[config.mk]
export PLATFORM = sky130hd
export DESIGN_NAME = cache_top
export DESIGN_NICKNAME = d
export VERILOG_FILES = /design/src/hdl/cache_geom_pkg.sv /design/src/hdl/cache_bus_pkg.sv /design/src/hdl/byte_aligner.sv /design/src/hdl/data_store.sv /design/src/hdl/tag_store.sv /design/src/hdl/cache_ctrl.sv /design/src/hdl/cache_top.sv
export SDC_FILE = /design/constraint.sdc
export NUM_CORES = 2
export LEC_CHECK = 0
export BUFFER_PORTS_ARGS = -buffer_cell sky130_fd_sc_hd__buf_2
export CORE_MARGIN = 2
export CORE_UTILIZATION = 50
export CTS_CLUSTER_DIAMETER = 80
export CTS_CLUSTER_SIZE = 14
export DETAILED_ROUTE_END_ITERATION = 7
export HOLD_SLACK_MARGIN = 0.12
export PLACE_DENSITY_LB_ADDON = 0.05
export SLEW_MARGIN = 20
export SYNTH_ARGS = -nofsm -noshare
export SYNTH_HDL_FRONTEND = slang
export SYNTH_HIERARCHICAL = 1
export SYNTH_MEMORY_MAX_BITS = 65536
export SYNTH_SLANG_ARGS = --single-unit
[constraint.sdc]
create_clock -name clk -period 9.1 [get_ports clk]
set_input_delay 0.455 -clock clk [delete_from_list [all_inputs] [get_ports clk]]
set_output_delay 0.455 -clock clk [all_outputs]
set_load 0.005 [all_outputs]
[src/hdl/cache_geom_pkg.sv]
`default_nettype none

package cache_geom_pkg;

   // processor address split as tag | index | offset
   localparam int ADDR_W   = 16;
   localparam int TAG_W    = 7;
   localparam int INDEX_W  = 5;
   localparam int OFFSET_W = 4;

   // line geometry
   localparam int LINE_BYTES = 16;
   localparam int NUM_LINES  = 32;
   localparam int LINE_W     = LINE_BYTES * 8;

   typedef logic [ADDR_W-1:0]   addr_t;
   typedef logic [TAG_W-1:0]    tag_t;
   typedef logic [INDEX_W-1:0]  index_t;
   typedef logic [OFFSET_W-1:0] offset_t;

   // one full cache line, byte 0 in bits 7:0
   typedef logic [LINE_W-1:0] line_t;

   // one enable per byte lane
   typedef logic [LINE_BYTES-1:0] byte_mask_t;

endpackage

`default_nettype wire

[src/hdl/cache_bus_pkg.sv]
`default_nettype none

package cache_bus_pkg;

   // access size, encoded as log2 of the byte count
   typedef enum logic [2:0] {
      SIZE_1  = 3'd0,
      SIZE_2  = 3'd1,
      SIZE_4  = 3'd2,
      SIZE_8  = 3'd3,
      SIZE_16 = 3'd4
   } access_size_t;

   // processor request, wdata is low-aligned
   typedef struct packed {
      logic                  write;
      cache_geom_pkg::addr_t addr;
      access_size_t          size;
      cache_geom_pkg::line_t wdata;
   } cpu_req_t;

   // read data comes back with the addressed byte in byte 0
   typedef struct packed {
      cache_geom_pkg::line_t rdata;
   } cpu_resp_t;

   // line-wide memory bus, low offset bits of line_addr are zero
   typedef struct packed {
      logic                  write;
      cache_geom_pkg::addr_t line_addr;
      cache_geom_pkg::line_t wdata;
   } mem_req_t;

endpackage

`default_nettype wire

[src/hdl/byte_aligner.sv]
`timescale 1ns/1ps
`default_nettype none

module byte_aligner (
   input  cache_geom_pkg::offset_t     offset,
   input  cache_bus_pkg::access_size_t size,
   input  cache_geom_pkg::line_t       cpu_wdata,
   input  cache_geom_pkg::line_t       line_rdata,
   output cache_geom_pkg::byte_mask_t  byte_mask,
   output cache_geom_pkg::line_t       wdata_shifted,
   output cache_geom_pkg::line_t       rdata_aligned
);
   import cache_geom_pkg::*;
   import cache_bus_pkg::*;

   byte_mask_t         run;
   logic [OFFSET_W+2:0] bit_shift;

   // low run of ones, one per byte of the access
   always_comb
   begin
      case (size)
         SIZE_1:  run = 16'h0001;
         SIZE_2:  run = 16'h0003;
         SIZE_4:  run = 16'h000f;
         SIZE_8:  run = 16'h00ff;
         SIZE_16: run = 16'hffff;
         default: run = 16'h0000;
      endcase
   end

   // lanes pushed past 15 fall off the top
   assign byte_mask = run << offset;

   // byte offset as a bit count
   assign bit_shift = {offset, 3'b000};

   // write data moved up to its lanes
   assign wdata_shifted = cpu_wdata << bit_shift;

   // addressed byte brought down to byte 0, zeros above
   assign rdata_aligned = line_rdata >> bit_shift;

endmodule

`default_nettype wire

[src/hdl/data_store.sv]
`timescale 1ns/1ps
`default_nettype none

module data_store (
   input  wire                        clk,
   input  cache_geom_pkg::index_t     index,
   input  cache_geom_pkg::byte_mask_t data_we,
   input  cache_geom_pkg::line_t      data_wdata,
   output cache_geom_pkg::line_t      line_rdata
);
   import cache_geom_pkg::*;

   line_t lines [NUM_LINES];

   // byte lanes written independently
   always_ff @(posedge clk)
   begin
      for (int b = 0; b < LINE_BYTES; b++)
      begin
         if (data_we[b])
         begin
            lines[index][b*8 +: 8] <= data_wdata[b*8 +: 8];
         end
      end
   end

   // read path, no latency
   assign line_rdata = lines[index];

endmodule

`default_nettype wire

[src/hdl/tag_store.sv]
`timescale 1ns/1ps
`default_nettype none

module tag_store (
   input  wire                    clk,
   input  wire                    arst_n,
   input  cache_geom_pkg::index_t index,
   input  cache_geom_pkg::tag_t   tag,
   input  wire                    tag_we,
   input  wire                    dirty_in,
   output logic                   hit,
   output logic                   victim_dirty,
   output cache_geom_pkg::tag_t   victim_tag
);
   import cache_geom_pkg::*;

   logic [NUM_LINES-1:0] valid;
   logic [NUM_LINES-1:0] dirty;
   tag_t                 tags [NUM_LINES];

   // status bits per line
   always_ff @(posedge clk or negedge arst_n)
   begin
      if (!arst_n)
      begin
         valid <= '0;
         dirty <= '0;
      end
      else if (tag_we)
      begin
         valid[index] <= 1'b1;
         dirty[index] <= dirty_in;
      end
   end

   // tag bits
   always_ff @(posedge clk)
   begin
      if (tag_we)
      begin
         tags[index] <= tag;
      end
   end

   // combinational lookup of the indexed entry
   always_comb
   begin
      victim_tag   = tags[index];
      hit          = valid[index] && (tags[index] == tag);
      victim_dirty = valid[index] && dirty[index];
   end

endmodule

`default_nettype wire

[src/hdl/cache_ctrl.sv]
`timescale 1ns/1ps
`default_nettype none

module cache_ctrl (
   input  wire                          clk,
   input  wire                          arst_n,
   // processor side
   input  wire                          req_valid,
   input  cache_bus_pkg::cpu_req_t       req,
   output logic                         req_ready,
   output logic                         resp_valid,
   output cache_bus_pkg::cpu_resp_t      resp,
   // memory bus
   output logic                         mem_valid,
   output cache_bus_pkg::mem_req_t       mem_req,
   input  wire                          mem_ready,
   input  cache_geom_pkg::line_t        mem_rdata,
   // tag store
   output cache_geom_pkg::index_t       index,
   output cache_geom_pkg::tag_t         tag,
   input  wire                          hit,
   input  wire                          victim_dirty,
   input  cache_geom_pkg::tag_t         victim_tag,
   output logic                         tag_we,
   output logic                         dirty_in,
   // byte aligner
   output cache_geom_pkg::offset_t      offset,
   output cache_bus_pkg::access_size_t  size,
   output cache_geom_pkg::line_t        cpu_wdata,
   input  cache_geom_pkg::byte_mask_t   byte_mask,
   input  cache_geom_pkg::line_t        wdata_shifted,
   input  cache_geom_pkg::line_t        rdata_aligned,
   // data store
   input  cache_geom_pkg::line_t        line_rdata,
   output cache_geom_pkg::byte_mask_t   data_we,
   output cache_geom_pkg::line_t        data_wdata
);
   import cache_geom_pkg::*;
   import cache_bus_pkg::*;

   typedef enum logic [2:0] {
      IDLE,
      LOOKUP,
      EVICT,
      FILL,
      HIT
   } state_t;

   state_t   state;
   state_t   state_next;
   cpu_req_t req_q;

   // request is held until the response goes out
   always_ff @(posedge clk)
   begin
      if (req_valid && req_ready)
      begin
         req_q <= req;
      end
   end

   assign tag       = req_q.addr[ADDR_W-1 -: TAG_W];
   assign index     = req_q.addr[OFFSET_W +: INDEX_W];
   assign offset    = req_q.addr[OFFSET_W-1:0];
   assign size      = req_q.size;
   assign cpu_wdata = req_q.wdata;

   always_ff @(posedge clk or negedge arst_n)
   begin
      if (!arst_n)
      begin
         state <= IDLE;
      end
      else
      begin
         state <= state_next;
      end
   end

   always_comb
   begin
      state_next = state;
      case (state)
         IDLE:
            if (req_valid)
               state_next = LOOKUP;
         LOOKUP:
            if (hit)
               state_next = HIT;
            else if (victim_dirty)
               state_next = EVICT;
            else
               state_next = FILL;
         // bus transfers finish on mem_ready
         EVICT:
            if (mem_ready)
               state_next = FILL;
         FILL:
            if (mem_ready)
               state_next = HIT;
         HIT:
            state_next = IDLE;
         default:
            state_next = IDLE;
      endcase
   end

   assign req_ready = (state == IDLE);

   // bus request, held steady for the whole transfer
   assign mem_valid = (state == EVICT) || (state == FILL);

   always_comb
   begin
      mem_req.write = (state == EVICT);
      if (state == EVICT)
         mem_req.line_addr = {victim_tag, index, {OFFSET_W{1'b0}}};
      else
         mem_req.line_addr = {tag, index, {OFFSET_W{1'b0}}};
      mem_req.wdata = line_rdata;
   end

   // array and tag updates
   always_comb
   begin
      data_we    = '0;
      data_wdata = wdata_shifted;
      tag_we     = 1'b0;
      dirty_in   = 1'b0;
      if (state == FILL && mem_ready)
      begin
         // whole line from memory, clean
         data_we    = '1;
         data_wdata = mem_rdata;
         tag_we     = 1'b1;
      end
      else if (state == HIT && req_q.write)
      begin
         data_we  = byte_mask;
         tag_we   = 1'b1;
         dirty_in = 1'b1;
      end
   end

   // response pulse, one cycle after HIT
   always_ff @(posedge clk or negedge arst_n)
   begin
      if (!arst_n)
      begin
         resp_valid <= 1'b0;
      end
      else
      begin
         resp_valid <= (state == HIT);
      end
   end

   always_ff @(posedge clk)
   begin
      if (state == HIT)
      begin
         resp.rdata <= rdata_aligned;
      end
   end

endmodule

`default_nettype wire

[src/hdl/cache_top.sv]
`timescale 1ns/1ps
`default_nettype none

module cache_top (
   input  wire                     clk,
   input  wire                     arst_n,
   input  wire                     req_valid,
   input  cache_bus_pkg::cpu_req_t  req,
   output logic                    req_ready,
   output logic                    resp_valid,
   output cache_bus_pkg::cpu_resp_t resp,
   output logic                    mem_valid,
   output cache_bus_pkg::mem_req_t  mem_req,
   input  wire                     mem_ready,
   input  cache_geom_pkg::line_t   mem_rdata
);
   import cache_geom_pkg::*;
   import cache_bus_pkg::*;

   // controller to tag store
   index_t index;
   tag_t   tag;
   logic   hit;
   logic   victim_dirty;
   tag_t   victim_tag;
   logic   tag_we;
   logic   dirty_in;

   // controller to byte aligner
   offset_t      offset;
   access_size_t size;
   line_t        cpu_wdata;
   byte_mask_t   byte_mask;
   line_t        wdata_shifted;
   line_t        rdata_aligned;

   // data array
   byte_mask_t data_we;
   line_t      data_wdata;
   line_t      line_rdata;

   cache_ctrl u_ctrl (
      .clk           (clk),
      .arst_n        (arst_n),
      .req_valid     (req_valid),
      .req           (req),
      .req_ready     (req_ready),
      .resp_valid    (resp_valid),
      .resp          (resp),
      .mem_valid     (mem_valid),
      .mem_req       (mem_req),
      .mem_ready     (mem_ready),
      .mem_rdata     (mem_rdata),
      .index         (index),
      .tag           (tag),
      .hit           (hit),
      .victim_dirty  (victim_dirty),
      .victim_tag    (victim_tag),
      .tag_we        (tag_we),
      .dirty_in      (dirty_in),
      .offset        (offset),
      .size          (size),
      .cpu_wdata     (cpu_wdata),
      .byte_mask     (byte_mask),
      .wdata_shifted (wdata_shifted),
      .rdata_aligned (rdata_aligned),
      .line_rdata    (line_rdata),
      .data_we       (data_we),
      .data_wdata    (data_wdata)
   );

   tag_store u_tags (
      .clk          (clk),
      .arst_n       (arst_n),
      .index        (index),
      .tag          (tag),
      .tag_we       (tag_we),
      .dirty_in     (dirty_in),
      .hit          (hit),
      .victim_dirty (victim_dirty),
      .victim_tag   (victim_tag)
   );

   data_store u_data (
      .clk        (clk),
      .index      (index),
      .data_we    (data_we),
      .data_wdata (data_wdata),
      .line_rdata (line_rdata)
   );

   byte_aligner u_align (
      .offset        (offset),
      .size          (size),
      .cpu_wdata     (cpu_wdata),
      .line_rdata    (line_rdata),
      .byte_mask     (byte_mask),
      .wdata_shifted (wdata_shifted),
      .rdata_aligned (rdata_aligned)
   );

endmodule

`default_nettype wire

==> metrics <==
critical path peak fanout=134; area share of the largest cell type after synthesis=0.714; Synth area leaders=edfxtp_1 71%, mux2i_1 12%, o22ai_1 3.6%; Final nets=12100; Post-synth top cells=4596 x edfxtp_1, 2404 x mux2i_1, 1110 x o22ai_1; Yosys cell types=78; Detail Route Antenna Nets=0; drt initial violations=16600; TritonCTS clock tree=done; post-synthesis compound-gate area fraction=0.0503; Crit path arrival time=5.95 ns; area of the die=392000 um^2; CTS resizes=0; count of final setup violators=0; H-tree Lvls=5; Hold Vio Cnt, Final=0; Yosys reg bits=4664; CTS buffer count=375; Placement Cell Area=199000 um^2; Synth Area in Simple Gates=0.0438; Crit. Startpoint=u_ctrl/index[1]; Slew HR=0.128; dpl cells=16500; DR WL/cell=38.7 um; GP Congestion=0.948; unrepaired setup endpoints after global routing=no; Tmin final=6.41 ns; Worst Hold Class=in -> async; Synth Flop Type=edfxtp_1; Post-Layout Cell Count=17400; vias per cell=6.54; R2R Path Start=u_ctrl/index[4]; status=finished clean; Clock Skew=0.0735 ns; worst flop-to-flop path endpoint=u_ctrl/resp[17]; post-synthesis adder-cell area fraction=0; critical path required time=8.65 ns; synthesis-to-layout area growth=9.69%; Core Area=385000 um^2; ys async rst share=0.0146; Die Height=626 um; leakage=74.7 nW; worst-margin pin slew=1.30 ns; number of flops mapped to enable cells by yosys=4596; reg2reg setup slack=3.15 ns; Critical-path top delay cell=nor4_1; MaxCap Viol Count=0; I/O pins=556; CP startpoint kind=register; Seq/Total Area, Yosys=0.723; Fmax=156 MHz; critical path class=reg -> out; Starting Density=0.502; syn_area_per_cell=16.7 um^2; multiplexer share of the synthesized area=0.153; post-CTS setup buffer count=0; Remaining Overflow, GRT=0; largest family of logic cells by synthesized area=multiplexers; synthesized area=193000 um^2; clk slew on worst S/H paths=0.07 ns; Buf/Inv on CP=3; DRC=0; Critical Path Sink Type=output port; Final Max Slew Viols=0; total track usage=0.335; design area=212000 um^2; Clk Latency, worst-skew pair=1.01 ns; Pre-Repair DR Iteration Count=6; VDD IR max=0.172 mV; PwrDens=249 nW/um^2; post-synthesis cell count=11600; most common cell in the synthesized netlist=edfxtp_1; setup_tns=0 ns; number of global-route vias before repair=106000; final worst path period share=0.704; Worst path top cell family by delay=simple AND/OR/NAND/NOR gates; crit-path cells=buf_4, buf_12, mux2i_1, o22ai_1, nor4_1, nand2_1, buf_2; cell taking the most area after synthesis=edfxtp_1; largest net degree at the start of global routing=150; total wire length=672 mm; Sink Count=4664; Post-DP HPWL=456 mm; share of layout cells above drive strength 1=0.142; cts hold-fix bufs=164; first-pass GRT wire length=895 mm; deepest clock path buffer count=4; Std-Cell Rows=228; Crit path largest cell delay=0.98 ns; Ys Warns=6; Root Buffer=clkbuf_16; initial antenna violation count=145; port bufs=551; xor/xnor share of the synthesized area=0; Die W=626 um; Reg2Reg Depth=10; routed via count=114000
[final cells by class]
type	instances	area, um^2
diodes	300	751
clock buffers	412	9670
clock inverters	33	513
fillers	30200	173000
inverters	17	73.8
multi-input cells	5838	48300
flip-flops and latches	4664	140000
well taps	5175	6470
repair buffers	944	6580
[where the power goes]
part | switching [W] | internal (W) | leakage (nW)
clock network | 0.00736 | 0.00756 | 4.96
logic | 0.00859 | 0.00293 | 26.7
registers | 0.000373 | 0.0259 | 43.1
[layer usage]
| metal | global-route usage | part of all wire | vias to the layer above |
|---|---|---|---|
| met4 | 0.202 | 0.065 | 26 |
| met1 | 0.450 | 0.38 | 59000 |
| met3 | 0.0779 | 0.11 | 1186 |
| met5 | 0 | 0.00024 | - |
| met2 | 0.500 | 0.45 | 7185 |
| li1 | - | - | 46300 |
[how the worst max path moves through the flow]
stage	endpoint	slack, ns	cells past startpoint
after floorplan	u_tags/dirty[0]	1.21	9
after global placement	u_ctrl/resp[17]	3.53	10
after detailed placement	u_ctrl/resp[20]	3.52	10
after CTS	mem_req[12]	2.91	7
after global routing	mem_req[143]	2.76	9
final	mem_req[15]	2.69	7
[through the flow]
| stage | hold slack [ns] | power, W | worst slack (ns) | utilization |
|---|---|---|---|---|
| final | 0.154 | 0.0527 | 2.69 | 0.550 |
| after global placement | 0.444 | 0.0377 | 3.53 | 0.517 |
| after floorplan | 0.159 | 0.0326 | 1.21 | - |
| after detailed placement | 0.448 | 0.0379 | 3.52 | 0.518 |
| after CTS | 0.121 | 0.0526 | 2.91 | 0.548 |
| after global routing | 0.156 | 0.0538 | 2.76 | 0.549 |
[logic make-up (layout without fill, tap and decap cells)]
| family | count (synthesis) | after routing |
|---|---|---|
| flops | 4664 | 4664 |
| other cells | 1 | 304 |
| mux | 2780 | 2780 |
| compound gates | 1508 | 1508 |
| simple gates | 1546 | 1546 |
| buf+inv | 1079 | 1406 |
[placed cells by master, fill, tap and decap left out, types with 99 or more instances in the layout]
| cell | synthesis | routed |
|---|---|---|
| and2_1 | 549 | 548 |
| buf_2 | 287 | 550 |
| buf_4 | 332 | 193 |
| clkbuf_16 | 0 | 382 |
| diode_2 | 0 | 300 |
| dlygate4sd3_1 | 0 | 164 |
| edfxtp_1 | 4596 | 4596 |
| mux2_2 | 243 | 243 |
| mux2i_1 | 2404 | 2402 |
| mux4_2 | 99 | 99 |
| nand2_1 | 307 | 306 |
| nor2_1 | 233 | 190 |
| nor4_1 | 273 | 270 |
| o22ai_1 | 1110 | 1110 |
[sequential cells by signal (all words and copies together), names as in the netlist]
register	flops
u_ctrl/cpu_wdata	128
u_ctrl/index	5
u_ctrl/offset	4
u_ctrl/req_q	1
u_ctrl/resp	128
u_ctrl/resp_valid	1
u_ctrl/size	3
u_ctrl/state	3
u_ctrl/tag	7
u_data/lines	4096
u_tags/dirty	32
u_tags/tags	224
u_tags/valid	32
Power figures use the tool's default switching activity.
